`config.mk`:
```
export PLATFORM = sky130hd
export DESIGN_NAME = usb_ulpi_top
export DESIGN_NICKNAME = d
export VERILOG_FILES = /design/src/rtl/ulpi_pkg.sv /design/src/rtl/ulpi_link_rx.sv /design/src/rtl/ulpi_link_tx.sv /design/src/rtl/ulpi_phy_model.sv /design/src/rtl/usb_ulpi_top.sv
export VERILOG_INCLUDE_DIRS = /design/src /design/src/rtl
export SDC_FILE = /design/constraint.sdc
export NUM_CORES = 1
export LEC_CHECK = 0
export ABC_AREA = 1
export BUFFER_PORTS_ARGS = -buffer_cell sky130_fd_sc_hd__buf_4
export CORE_ASPECT_RATIO = 1.1
export CORE_UTILIZATION = 35
export CTS_CLUSTER_SIZE = 28
export DETAILED_ROUTE_END_ITERATION = 16
export PLACE_DENSITY = 0.53
export REMOVE_ABC_BUFFERS = 1
export SLEW_MARGIN = 20
export SYNTH_ARGS = -nofsm -noshare
export SYNTH_HDL_FRONTEND = slang
export SYNTH_SLANG_ARGS = --single-unit
```
`constraint.sdc`:
```
create_clock -name clock -period 2.55 [get_ports clock]
set_input_delay 0.51 -clock clock [delete_from_list [all_inputs] [get_ports clock]]
set_output_delay 0.51 -clock clock [all_outputs]
set_load 0.05 [all_outputs]
```
`src/rtl/ulpi_defines.svh`:
```
`ifndef ULPI_DEFINES_SVH
`define ULPI_DEFINES_SVH

`default_nettype none

// Width of the ULPI data bus and of every stream byte
`define ULPI_DATA_W 8

// Upper nibble of a transmit TX CMD, the PID goes in the lower nibble
`define ULPI_TXCMD_TRANSMIT 4'h4

// Bytes buffered between the ULPI receive side and the host
`define RX_FIFO_DEPTH 16

// Start value of the PHY stall generator, must not be zero
`define PHY_LFSR_SEED 16'hACE1

`default_nettype wire

`endif

```
`src/rtl/ulpi_pkg.sv`:
```
`include "ulpi_defines.svh"
`default_nettype none

package ulpi_pkg;

  // One byte of a USB packet stream
  typedef struct packed {
    logic [`ULPI_DATA_W-1:0] data;
    logic                    last;
  } usb_beat_t;

  // Bus signals driven by the PHY
  typedef struct packed {
    logic                    dir;
    logic                    nxt;
    logic [`ULPI_DATA_W-1:0] data;
  } ulpi_from_phy_t;

  // Bus signals driven by the link
  typedef struct packed {
    logic                    stp;
    logic [`ULPI_DATA_W-1:0] data;
  } ulpi_to_phy_t;

  typedef enum logic [1:0] {
    tx_idle,
    tx_cmd,
    tx_data,
    tx_stop
  } link_tx_state_e;

  typedef enum logic [2:0] {
    phy_idle,
    phy_turn,
    phy_recv,
    phy_send,
    phy_linestate,
    phy_turnback
  } phy_state_e;

  typedef enum logic [1:0] {
    rx_idle,
    rx_turn,
    rx_cmd_or_data
  } link_rx_state_e;

endpackage

`default_nettype wire

```
`src/rtl/ulpi_link_rx.sv`:
```
`timescale 1ns/1ps
`include "ulpi_defines.svh"
`default_nettype none

module ulpi_link_rx
  import ulpi_pkg::*;
(
  input  logic           clock,
  input  logic           reset,

  // ULPI bus from the PHY
  input  ulpi_from_phy_t ulpi_i,

  // Received packet stream to the host
  output usb_beat_t      rx_o,
  output logic           rx_valid_o,
  input  logic           rx_ready_i,

  output logic [1:0]     linestate_o,
  output logic           rx_overflow_o
);

  localparam int ADDR_W = $clog2(`RX_FIFO_DEPTH);

  link_rx_state_e          state_q;
  logic [`ULPI_DATA_W-1:0] hold_q;
  logic                    hold_vld_q;
  usb_beat_t               mem [`RX_FIFO_DEPTH];
  logic [ADDR_W:0]         wr_ptr_q;
  logic [ADDR_W:0]         rd_ptr_q;
  logic                    is_data;
  logic                    is_cmd;
  logic                    dir_fall;
  logic                    push;
  logic                    pop;
  logic                    wr_en;
  logic                    full;
  logic                    empty;
  usb_beat_t               push_beat;

  // Sort the bus cycles while the PHY owns the bus
  assign is_data  = (state_q == rx_cmd_or_data) && ulpi_i.dir && ulpi_i.nxt;
  assign is_cmd   = (state_q == rx_cmd_or_data) && ulpi_i.dir && !ulpi_i.nxt;
  assign dir_fall = (state_q == rx_cmd_or_data) && !ulpi_i.dir;

  // Held byte is last when dir drops right after it
  assign push           = hold_vld_q && (is_data || dir_fall);
  assign push_beat.data = hold_q;
  assign push_beat.last = dir_fall;

  assign full  = (wr_ptr_q[ADDR_W] != rd_ptr_q[ADDR_W]) &&
                 (wr_ptr_q[ADDR_W-1:0] == rd_ptr_q[ADDR_W-1:0]);
  assign empty = (wr_ptr_q == rd_ptr_q);
  assign pop   = rx_valid_o && rx_ready_i;
  assign wr_en = push && (!full || pop);

  assign rx_o       = mem[rd_ptr_q[ADDR_W-1:0]];
  assign rx_valid_o = !empty;

  always_ff @(posedge clock) begin
    if (reset) begin
      state_q <= rx_idle;
    end else begin
      case (state_q)
        // First cycle with dir high is the turnaround
        rx_idle: begin
          if (ulpi_i.dir) begin
            state_q <= rx_cmd_or_data;
          end
        end
        rx_cmd_or_data: begin
          if (!ulpi_i.dir) begin
            state_q <= rx_turn;
          end
        end
        // Bus back with the link
        rx_turn: begin
          state_q <= ulpi_i.dir ? rx_cmd_or_data : rx_idle;
        end
        default: begin
          state_q <= rx_idle;
        end
      endcase
    end
  end

  always_ff @(posedge clock) begin
    if (reset) begin
      hold_vld_q    <= 1'b0;
      wr_ptr_q      <= '0;
      rd_ptr_q      <= '0;
      linestate_o   <= 2'b00;
      rx_overflow_o <= 1'b0;
    end else begin
      if (is_data) begin
        hold_vld_q <= 1'b1;
      end else if (dir_fall) begin
        hold_vld_q <= 1'b0;
      end
      if (is_cmd) begin
        linestate_o <= ulpi_i.data[1:0];
      end
      if (wr_en) begin
        wr_ptr_q <= wr_ptr_q + 1'b1;
      end
      if (pop) begin
        rd_ptr_q <= rd_ptr_q + 1'b1;
      end
      // Sticky until reset
      if (push && !wr_en) begin
        rx_overflow_o <= 1'b1;
      end
    end
  end

  always_ff @(posedge clock) begin
    if (is_data) begin
      hold_q <= ulpi_i.data;
    end
    if (wr_en) begin
      mem[wr_ptr_q[ADDR_W-1:0]] <= push_beat;
    end
  end

endmodule

`default_nettype wire

```
`src/rtl/ulpi_link_tx.sv`:
```
`timescale 1ns/1ps
`include "ulpi_defines.svh"
`default_nettype none

module ulpi_link_tx
  import ulpi_pkg::*;
(
  input  logic           clock,
  input  logic           reset,

  // Host packet stream, first byte carries the PID
  input  usb_beat_t      tx_i,
  input  logic           tx_valid_i,
  output logic           tx_ready_o,

  // ULPI bus
  input  ulpi_from_phy_t ulpi_i,
  output ulpi_to_phy_t   ulpi_o
);

  link_tx_state_e state_q;
  logic           accept;

  // A byte leaves only when the PHY owns nxt and the bus is ours
  assign accept = tx_ready_o && tx_valid_i;

  // Bus drive and host back-pressure follow the state directly
  always_comb begin
    ulpi_o     = '0;
    tx_ready_o = 1'b0;
    case (state_q)
      tx_cmd: begin
        // PHY may grab the bus at any time, then we keep quiet
        if (!ulpi_i.dir) begin
          ulpi_o.data = {`ULPI_TXCMD_TRANSMIT, tx_i.data[3:0]};
          tx_ready_o  = ulpi_i.nxt;
        end
      end
      tx_data: begin
        // Host keeps the beats of one packet back to back
        if (!ulpi_i.dir) begin
          ulpi_o.data = tx_i.data;
          tx_ready_o  = ulpi_i.nxt;
        end
      end
      tx_stop: begin
        ulpi_o.stp = 1'b1;
      end
      default: begin
        ulpi_o.data = '0;
      end
    endcase
  end

  always_ff @(posedge clock) begin
    if (reset) begin
      state_q <= tx_idle;
    end else begin
      case (state_q)
        tx_idle: begin
          // Wait for the bus while the PHY is receiving
          if (tx_valid_i && !ulpi_i.dir) begin
            state_q <= tx_cmd;
          end
        end
        tx_cmd: begin
          // TX CMD taken also consumes the PID byte
          if (accept) begin
            state_q <= tx_i.last ? tx_stop : tx_data;
          end
        end
        tx_data: begin
          if (accept && tx_i.last) begin
            state_q <= tx_stop;
          end
        end
        tx_stop: begin
          state_q <= tx_idle;
        end
        default: begin
          state_q <= tx_idle;
        end
      endcase
    end
  end

endmodule

`default_nettype wire

```
`src/rtl/ulpi_phy_model.sv`:
```
`timescale 1ns/1ps
`include "ulpi_defines.svh"
`default_nettype none

module ulpi_phy_model
  import ulpi_pkg::*;
(
  input  logic           clock,
  input  logic           reset,

  // ULPI bus
  input  ulpi_to_phy_t   ulpi_i,
  output ulpi_from_phy_t ulpi_o,

  // Packets the link transmitted, as seen on the cable
  output usb_beat_t      bus_out_o,
  output logic           bus_out_valid_o,
  input  logic           bus_out_ready_i,

  // Packets arriving from the cable
  input  usb_beat_t      bus_in_i,
  input  logic           bus_in_valid_i,
  output logic           bus_in_ready_o,

  input  logic [1:0]     bus_linestate_i
);

  phy_state_e              state_q;
  logic                    dir_q;
  logic                    nxt_q;
  logic [`ULPI_DATA_W-1:0] data_q;
  logic                    ls_turn_q;
  logic [1:0]              ls_q;
  logic                    last_sent_q;
  logic [15:0]             lfsr_q;
  logic [`ULPI_DATA_W-1:0] hold_q;
  logic                    hold_vld_q;
  logic                    hold_done_q;
  usb_beat_t               out_q;
  logic                    out_vld_q;
  logic                    stall;
  logic                    rx_active;
  logic                    ls_changed;
  logic                    txcmd_seen;
  logic                    take;
  logic                    drain;
  logic                    push;
  logic                    out_free;
  logic [`ULPI_DATA_W-1:0] rx_cmd;

  assign ulpi_o.dir  = dir_q;
  assign ulpi_o.nxt  = nxt_q;
  assign ulpi_o.data = data_q;

  assign bus_out_o       = out_q;
  assign bus_out_valid_o = out_vld_q;

  // Roughly one cycle in four is a stall
  assign stall = (lfsr_q[3:2] == 2'b11);

  assign rx_active  = (state_q == phy_recv) || ((state_q == phy_turn) && !ls_turn_q);
  assign ls_changed = (bus_linestate_i != ls_q);
  assign txcmd_seen = !ulpi_i.stp && (ulpi_i.data[7:4] == `ULPI_TXCMD_TRANSMIT);

  // RX CMD: ID high, RxActive event, VBUS valid, then line state
  assign rx_cmd = {2'b01, rx_active ? 2'b01 : 2'b00, 2'b11, bus_linestate_i};

  // Byte leaves the source only in the cycle before it goes on the bus
  assign bus_in_ready_o = (state_q == phy_recv) && !last_sent_q && !stall && bus_in_valid_i;

  // Transmit side, one byte held until the next byte or stp tells its last flag
  assign take     = (state_q == phy_send) && nxt_q && !ulpi_i.stp;
  assign out_free = !out_vld_q || bus_out_ready_i;
  assign drain    = hold_vld_q && hold_done_q && out_free;
  assign push     = (take && hold_vld_q) || drain;

  always_ff @(posedge clock) begin
    if (reset) begin
      lfsr_q <= `PHY_LFSR_SEED;
    end else begin
      lfsr_q <= {lfsr_q[14:0], lfsr_q[15] ^ lfsr_q[13] ^ lfsr_q[12] ^ lfsr_q[10]};
    end
  end

  always_ff @(posedge clock) begin
    if (reset) begin
      state_q     <= phy_idle;
      dir_q       <= 1'b0;
      nxt_q       <= 1'b0;
      data_q      <= '0;
      ls_turn_q   <= 1'b0;
      ls_q        <= 2'b00;
      last_sent_q <= 1'b0;
    end else begin
      case (state_q)
        phy_idle: begin
          nxt_q <= 1'b0;
          // Line state first, then cable traffic, then the link
          if (ls_changed) begin
            dir_q     <= 1'b1;
            ls_turn_q <= 1'b1;
            state_q   <= phy_turn;
          end else if (bus_in_valid_i) begin
            dir_q     <= 1'b1;
            ls_turn_q <= 1'b0;
            state_q   <= phy_turn;
          end else if (txcmd_seen && !hold_vld_q) begin
            nxt_q   <= 1'b1;
            state_q <= phy_send;
          end
        end
        phy_turn: begin
          // Opening RX CMD after the turnaround
          data_q      <= rx_cmd;
          ls_q        <= bus_linestate_i;
          last_sent_q <= 1'b0;
          state_q     <= ls_turn_q ? phy_linestate : phy_recv;
        end
        phy_recv: begin
          if (last_sent_q) begin
            dir_q   <= 1'b0;
            nxt_q   <= 1'b0;
            data_q  <= '0;
            state_q <= phy_turnback;
          end else if (bus_in_ready_o) begin
            nxt_q       <= 1'b1;
            data_q      <= bus_in_i.data;
            last_sent_q <= bus_in_i.last;
          end else begin
            // Stall or empty source, fill with an RX CMD
            nxt_q  <= 1'b0;
            data_q <= rx_cmd;
            ls_q   <= bus_linestate_i;
          end
        end
        phy_linestate: begin
          dir_q   <= 1'b0;
          data_q  <= '0;
          state_q <= phy_turnback;
        end
        phy_turnback: begin
          state_q <= phy_idle;
        end
        phy_send: begin
          // nxt never two cycles in a row, so the output slot is free on every take
          nxt_q <= !ulpi_i.stp && !stall && !nxt_q && out_free;
          if (ulpi_i.stp) begin
            state_q <= phy_idle;
          end
        end
        default: begin
          state_q <= phy_idle;
        end
      endcase
    end
  end

  always_ff @(posedge clock) begin
    if (reset) begin
      hold_vld_q  <= 1'b0;
      hold_done_q <= 1'b0;
      out_vld_q   <= 1'b0;
    end else begin
      if (take) begin
        hold_vld_q <= 1'b1;
      end else if ((state_q == phy_send) && ulpi_i.stp) begin
        hold_done_q <= hold_vld_q;
      end else if (drain) begin
        hold_vld_q  <= 1'b0;
        hold_done_q <= 1'b0;
      end
      if (push) begin
        out_vld_q <= 1'b1;
      end else if (bus_out_ready_i) begin
        out_vld_q <= 1'b0;
      end
    end
  end

  always_ff @(posedge clock) begin
    if (take) begin
      // First take is the TX CMD, rebuild the full PID byte from it
      hold_q <= hold_vld_q ? ulpi_i.data : {~ulpi_i.data[3:0], ulpi_i.data[3:0]};
    end
    if (push) begin
      out_q.data <= hold_q;
      out_q.last <= drain;
    end
  end

endmodule

`default_nettype wire

```
`src/rtl/usb_ulpi_top.sv`:
```
`timescale 1ns/1ps
`default_nettype none

module usb_ulpi_top
  import ulpi_pkg::*;
(
  input  logic       clock,
  input  logic       reset,

  // Host side
  input  usb_beat_t  host_tx_i,
  input  logic       host_tx_valid_i,
  output logic       host_tx_ready_o,
  output usb_beat_t  host_rx_o,
  output logic       host_rx_valid_o,
  input  logic       host_rx_ready_i,

  // Cable side of the PHY
  output usb_beat_t  bus_out_o,
  output logic       bus_out_valid_o,
  input  logic       bus_out_ready_i,
  input  usb_beat_t  bus_in_i,
  input  logic       bus_in_valid_i,
  output logic       bus_in_ready_o,
  input  logic [1:0] bus_linestate_i,

  output logic [1:0] linestate_o,
  output logic       rx_overflow_o
);

  // ULPI bus, one struct per direction
  ulpi_from_phy_t ulpi_from_phy;
  ulpi_to_phy_t   ulpi_to_phy;

  ulpi_link_tx i_ulpi_link_tx (
    .clock      (clock),
    .reset      (reset),
    .tx_i       (host_tx_i),
    .tx_valid_i (host_tx_valid_i),
    .tx_ready_o (host_tx_ready_o),
    .ulpi_i     (ulpi_from_phy),
    .ulpi_o     (ulpi_to_phy)
  );

  ulpi_link_rx i_ulpi_link_rx (
    .clock         (clock),
    .reset         (reset),
    .ulpi_i        (ulpi_from_phy),
    .rx_o          (host_rx_o),
    .rx_valid_o    (host_rx_valid_o),
    .rx_ready_i    (host_rx_ready_i),
    .linestate_o   (linestate_o),
    .rx_overflow_o (rx_overflow_o)
  );

  ulpi_phy_model i_ulpi_phy_model (
    .clock           (clock),
    .reset           (reset),
    .ulpi_i          (ulpi_to_phy),
    .ulpi_o          (ulpi_from_phy),
    .bus_out_o       (bus_out_o),
    .bus_out_valid_o (bus_out_valid_o),
    .bus_out_ready_i (bus_out_ready_i),
    .bus_in_i        (bus_in_i),
    .bus_in_valid_i  (bus_in_valid_i),
    .bus_in_ready_o  (bus_in_ready_o),
    .bus_linestate_i (bus_linestate_i)
  );

endmodule

`default_nettype wire

```
Word-level counts from Yosys, hierarchy flattened
Memories as Yosys holds them, arrays and structs flattened. A register that Yosys moved wholly into a read port is not among the register bits.
Cells that the tools add are included.
{"block": "classes", "n_mul": 0, "n_shift": 0, "n_div": 0, "eq_ne": 27, "reduce_logical": 64, "add_sub_neg": 2, "mux": 57, "n_lt_le_gt_ge": 0, "bitwise": 5}
{"cell": "$mux W8", "count": 4}
{"cell": "$logic_and A1 B1 Y1", "count": 27}
{"cell": "$mux W1", "count": 27}
{"cell": "$pmux W8 S3", "count": 1}
{"cell": "$mux W3", "count": 6}
{"cell": "$mux W2", "count": 8}
{"cell": "$pmux W8 S2", "count": 1}
{"cell": "$pmux W3 S5", "count": 1}
{"cell": "$ne A2 B1 Y1 const B", "count": 7}
{"cell": "$reduce_and A3 Y1", "count": 4}
{"cell": "$reduce_bool A2 Y1", "count": 6}
{"cell": "$logic_not A1 Y1", "count": 11}
{"cell": "$add A5 B1 Y5 const B", "count": 2}
{"cell": "$reduce_bool A3 Y1", "count": 3}
{"cell": "$eq A2 B2 Y1 const B", "count": 4}
{"cell": "$mux W4", "count": 2}
{"cell": "$pmux W2 S4", "count": 1}
{"cell": "$reduce_and A2 Y1", "count": 4}
{"cell": "$mux W7", "count": 1}
{"cell": "$eq A3 B2 Y1 const B", "count": 2}
{"cell": "$ne A2 B2 Y1 const B", "count": 3}
{"cell": "$pmux W1 S3", "count": 2}
{"cell": "$pmux W2 S3", "count": 1}
{"cell": "$eq A5 B5 Y1", "count": 1}
{"cell": "other kinds (18)", "count": 26}
{"block": "word_totals", "output_inout_bits": 25, "romBits": 0, "memories": 1, "reg_bits": 79, "input_bits": 26, "ram_bits": 144, "latch_bits": 0, "wordCells": 178}
{"memory": "i_ulpi_link_rx.mem", "depth": 16, "width": 9, "rd": 1, "rd_ports_with_merged_regs": 1, "wr": 1, "line": "ulpi_link_rx.sv:28", "rtl": "usb_beat_t mem [`RX_FIFO_DEPTH];"}

Longest topological paths before layout
{"block": "logic_depth", "word_depth": 9, "mapped_depth": 11, "mapped_depth_nobuf": 11}

Cells and area by module
From an unflattened synthesis, not the netlist that was laid out.
{"block": "hier_totals", "hier_cells": 918, "area_unflattened_um2": 9739.3}
{"mod": "ulpi_link_rx", "seq_area_each_um2": 4964.8, "instances": 1, "cells_each": 619, "area_per_inst_um2": 7245.7}
{"mod": "ulpi_phy_model", "seq_area_each_um2": 1231.2, "instances": 1, "cells_each": 254, "area_per_inst_um2": 2194.6}
{"mod": "ulpi_link_tx", "seq_area_each_um2": 40.0, "instances": 1, "cells_each": 45, "area_per_inst_um2": 299.0}

Worst setup path before layout
No wires, ideal clock.
{"block": "synth_path", "path_kind": "register to register", "from": "register i_ulpi_link_tx.state_q[0]", "to": "register i_ulpi_link_tx.state_q[1]", "path_slack_ps": 446, "path_stages_with_launch": 10, "setup_time_ps": 121, "path_buffers": 0, "required_ps": 2429, "arrival_time_ps": 1983, "cell_sequence": "dfxtp_1 -> inv_1 -> ha_1 -> nand2_1 -> nor2_1 -> nand2_1 -> nand2_1 -> nand2_1 -> o21ai_0 -> a21oi_1"}
{"block": "synth_via", "elab_chain_len": 7, "elab_cells_between_ends": 13, "cone_classes": "eq/ne (6); mux (2); reduce/logical (5)"}
{"element": "from (decl)", "line": "ulpi_link_tx.sv:21", "rtl": "link_tx_state_e state_q;"}
{"element": "from (signal assigned)", "line": "ulpi_link_tx.sv:57", "rtl": "state_q <= tx_idle;"}
{"element": "from (signal assigned)", "line": "ulpi_link_tx.sv:63", "rtl": "state_q <= tx_cmd;"}
{"element": "from (signal assigned)", "line": "ulpi_link_tx.sv:69", "rtl": "state_q <= tx_i.last ? tx_stop : tx_data;"}
{"element": "$eq A2 B1 Y1 / $eq A2 B2 Y1 (equally long branches)", "line": "ulpi_link_tx.sv:31", "rtl": "case (state_q)"}
{"element": "$reduce_or A2 Y1 (no line) (*)"}
{"element": "$mux W1 (*)"}
{"element": "net host_tx_ready_o", "line": "usb_ulpi_top.sv:13", "rtl": "output logic host_tx_ready_o,"}
{"element": "$logic_and A1 B1 Y1 (*)", "line": "ulpi_link_tx.sv:25", "rtl": "assign accept = tx_ready_o && tx_valid_i;"}
{"element": "$logic_and A1 B1 Y1", "line": "ulpi_link_tx.sv:73", "rtl": "if (accept && tx_i.last) begin"}
{"element": "$ne A2 B1 Y1 (no line)"}
{"element": "$reduce_and A3 Y1 (no line) (*)"}
Mark *: on every way through the listed nets, which the timed path passes. The rest lies on a longest branch.
A chain may end at the register's enable or synchronous reset.

==> key figures <==
Placement
  • PortBufs: 50
  • Routability Congestion: just over 0.8
  • Pre-CTS WS: between 300 and 400 ps
  • Dpl hpwl: 13,300 µm

Final layout
  • Area grow syn2layout: 21.1%
  • Layout cells sized above 1: roughly 18%
  • Most frequent cells in the layout: 169 x nor2_1, 169 x edfxtp_1, 94 x o21ai_0
  • # nets final: 957
  • ANT cells: 0

Timing
  • Max Slew Vio Count: 0
  • Slew margin rel.: 52.0%
  • Max Clock Freq: 395 MHz
  • Clock Skew: 9.45 ps
  • Share of the clock period used by the worst path: 99.4%
  • Final WS setup: 16.4 ps
  • RSZ-0062 raised after global routing: true
  • Min Tclk post-route: 2530 ps
  • Slew @ Worst Pin: 718 ps
  • Worst hold slack: 253 ps
  • Finish-stage setup viols: 0
  • Final hold viol count: 0

Clocking
  • Num CTS Buffers: 24
  • Clk_lat worst skew: ~520 ps
  • Clk buf depth: 3
  • Hold_buf cts: 0
  • H-tree depth: 1
  • # clock sinks: 227
  • CTS root buffer: clkbuf_16
  • CTS tree: yes
  • Clock slew at reported path FFs: about 60 ps

GRT
  • Largest net degree at the start of global routing: 38
  • Overflow left after global routing: 0
  • Vias in the first global route: 5,883
  • GRT Total Usage: around 16%
  • Initial antenna violation count: 0
  • Wire length of the first global-routing pass: 33,000 µm

Routing
  • Final wirelength: about 21,000 µm
  • Via/cell ratio: 4.78
  • Via Count: 6,137
  • Routed Antenna Nets: 0
  • Detailed-route DRC error count: 0
  • Drt first pass iters: 4
  • Drt wl/cell: 16.4 µm
  • Detailed Route Iter0 Violations: 408

Synth
  • Seq/Total Area, Yosys: 67.9%
  • Area contributors post-synth: edfxtp_1 55%, dfxtp_1 13%, nor2_1 7.2%
  • Yosys warns: 0
  • Mapped cell area: 0.00919 mm²
  • Yosys top cell area share: 55.2%
  • Synth Instances: 838
  • Cell taking the most area after synthesis: edfxtp_1
  • Flops & latches, synth: 227
  • Synth cell types: 32
  • Syn Area/Cell: 11.0 µm²

Worst setup path
  • Crit start category: flop
  • Reg2reg setup slack: slightly below 600 ps
  • Critical Path RT: 2040 ps
  • Critical path fanouts, max: 7
  • Cell chain of the critical path: inv_8, buf_12, nor2_4, nor2_1, o21ai_1, o21ai_1, o211ai_1, nand2_1, buf_6
  • Element type at the critical path end: output port
  • Crit path kind: flop to output port
  • Reg2reg start: i_ulpi_link_tx.state_q[0]
  • Top cell by count, worst path: o21ai_1
  • CP delay by family, top: compound AO/OA/AOI/OAI gates
  • Worst Path Buf+Inv: 3
  • Arrival time at the worst endpoint: 2020 ps
  • CP peak stage delay: about 400 ps
  • Crit-path slowest cell: dfxtp_4

Flow run
  • Max_cap viols: 0

Hold path
  • Hold Crit Start: bus_in_i[0]
  • HP Class: input pin to flop

Floorplan
  • Num rows: 61
  • Vert. Die Dim: 172 µm
  • I/O pins: between 50 and 60
  • Core area: about 0.026 mm²
  • Die W: 156 µm
  • Initial Util: 35.9%
  • Full die area: 0.0269 mm²

Power and ir drop
  • Pwr per Cell Area: 849 mW/mm²
  • VDD IR max: between 0.4 and 0.5 mV
  • P_leak: 4.08 nW

Run status
  • Status: finished, final reports clean
## cells by family after synthesis
| group | share of synthesized area [%] |
|---|---|
| and+or+nand+nor | 14.0 |
| DFF | 67.9 |
| AOI/OAI and AO/OA | 11.3 |
| buffers and inverters | 4.25 |
| xor gates and xnor gates | 1.24 |
| adders and majority gates | 1.36 |
## path summary, 6_finish.rpt
| kind | to | depth (start not counted) |
|---|---|---|
| worst min-delay path | i_ulpi_phy_model.last_sent_q | 3 |
| worst min register to register | i_ulpi_phy_model.lfsr_q[1] | 2 |
| worst max register to register | i_ulpi_phy_model.state_q[1] | 11 |
| worst max-delay path | host_rx_o[3] | 9 |
## power by group
part	leakage, nW	switching [W]	internal (W)
Sequential	2.00	0.000153	0.00415
Clock	0.387	0.00143	0.00195
Combinational	1.70	0.00114	0.000608
Total	4.08	0.00273	0.00671
## routing by layer
layer | track usage, % | vias to the layer above | share of wire (%)
met3 | 2.53 | 34 | 4.9
met2 | 26.7 | 132 | 46
li1 | - | 3067 | -
met5 | 0 | - | 0
met4 | 4.94 | 0 | 2.1
met1 | 21.6 | 2904 | 47
## sequential cells by signal, indices dropped and copies added (netlist names), named ones only
| signal | count |
|---|---|
| i_ulpi_link_rx.mem | 144 |
| i_ulpi_phy_model.lfsr_q | 16 |
| i_ulpi_phy_model.bus_out_o | 9 |
| i_ulpi_link_rx.hold_q | 8 |
| i_ulpi_phy_model.data_q | 8 |
| i_ulpi_phy_model.hold_q | 8 |
| i_ulpi_link_rx.rd_ptr_q | 5 |
| i_ulpi_link_rx.wr_ptr_q | 5 |
| i_ulpi_phy_model.state_q | 3 |
| i_ulpi_link_rx.linestate_o | 2 |
| i_ulpi_link_rx.state_q | 2 |
| i_ulpi_link_tx.state_q | 2 |
| i_ulpi_phy_model.ls_q | 2 |
| i_ulpi_link_rx.hold_vld_q | 1 |
| i_ulpi_link_rx.rx_overflow_o | 1 |
| i_ulpi_phy_model.bus_out_valid_o | 1 |
| i_ulpi_phy_model.dir_q | 1 |
| i_ulpi_phy_model.hold_done_q | 1 |
| i_ulpi_phy_model.hold_vld_q | 1 |
| i_ulpi_phy_model.last_sent_q | 1 |
| i_ulpi_phy_model.ls_turn_q | 1 |
| i_ulpi_phy_model.nxt_q | 1 |
## worst register-to-register path, stage by stage (launching register included)
cell	delay, ps
dfxtp_1	440
inv_1	100
ha_1	320
inv_1	60
nor2_2	210
nand3_1	160
nor2_1	150
nand2_1	80
nand2_1	120
nand4_1	90
nand2_1	70
nor2_1	40
## repair_timing
item | CTS | global route
buffers inserted | 8 | 0
gates cloned | 2 | 0
pin swaps | 8 | 6
endpoints found under the setup margin | 9 | 9
resized for setup | 32 | 11
## per-stage QoR
stage | cells | cell area (µm²) | total power [W] | utilization (%) | TNS [ps]
2_1_floorplan | 804 | 9040 | 0.00549 | - | -6120
6_report | 1285 | 11100 | 0.00944 | 43.5 | 0
3_3_place_gp | 1231 | 10100 | 0.00601 | 39.6 | 0
5_1_grt | 1285 | 11100 | 0.00990 | 43.5 | -314
3_5_place_dp | 1231 | 10100 | 0.00603 | 39.6 | 0
4_1_cts | 1285 | 11100 | 0.00953 | 43.4 | -16.1
## cell type report
type | count | area (µm²)
flip-flops and latches | 227 | 6240
clock buffers | 33 | 708
fillers | 2428 | 14400
well taps | 346 | 433
inverters | 64 | 254
repair buffers | 91 | 831
clock inverters | 11 | 62.6
multi-input cells | 513 | 2590
## synthesized netlist by cell type
master	n
nor2_1	176
edfxtp_1	169
o21ai_0	104
nand2_1	71
dfxtp_1	58
inv_1	57
o211ai_1	37
a21oi_1	29
nand3_1	29
clkbuf_1	20
o21ai_1	11
buf_2	10
ha_1	10
xor2_1	8
or2_2	7
nand4_1	6
inv_2	5
xnor2_1	5
nand2_2	4
nor2_2	4
buf_1	3
a31oi_1	2
nand2_4	2
nand3_2	2
nor2_4	2
a211oi_1	1
buf_6	1
clkinv_1	1
inv_4	1
nand3_4	1
o211a_2	1
o21ai_2	1
No activity file was read; power rests on OpenSTA's default activity.
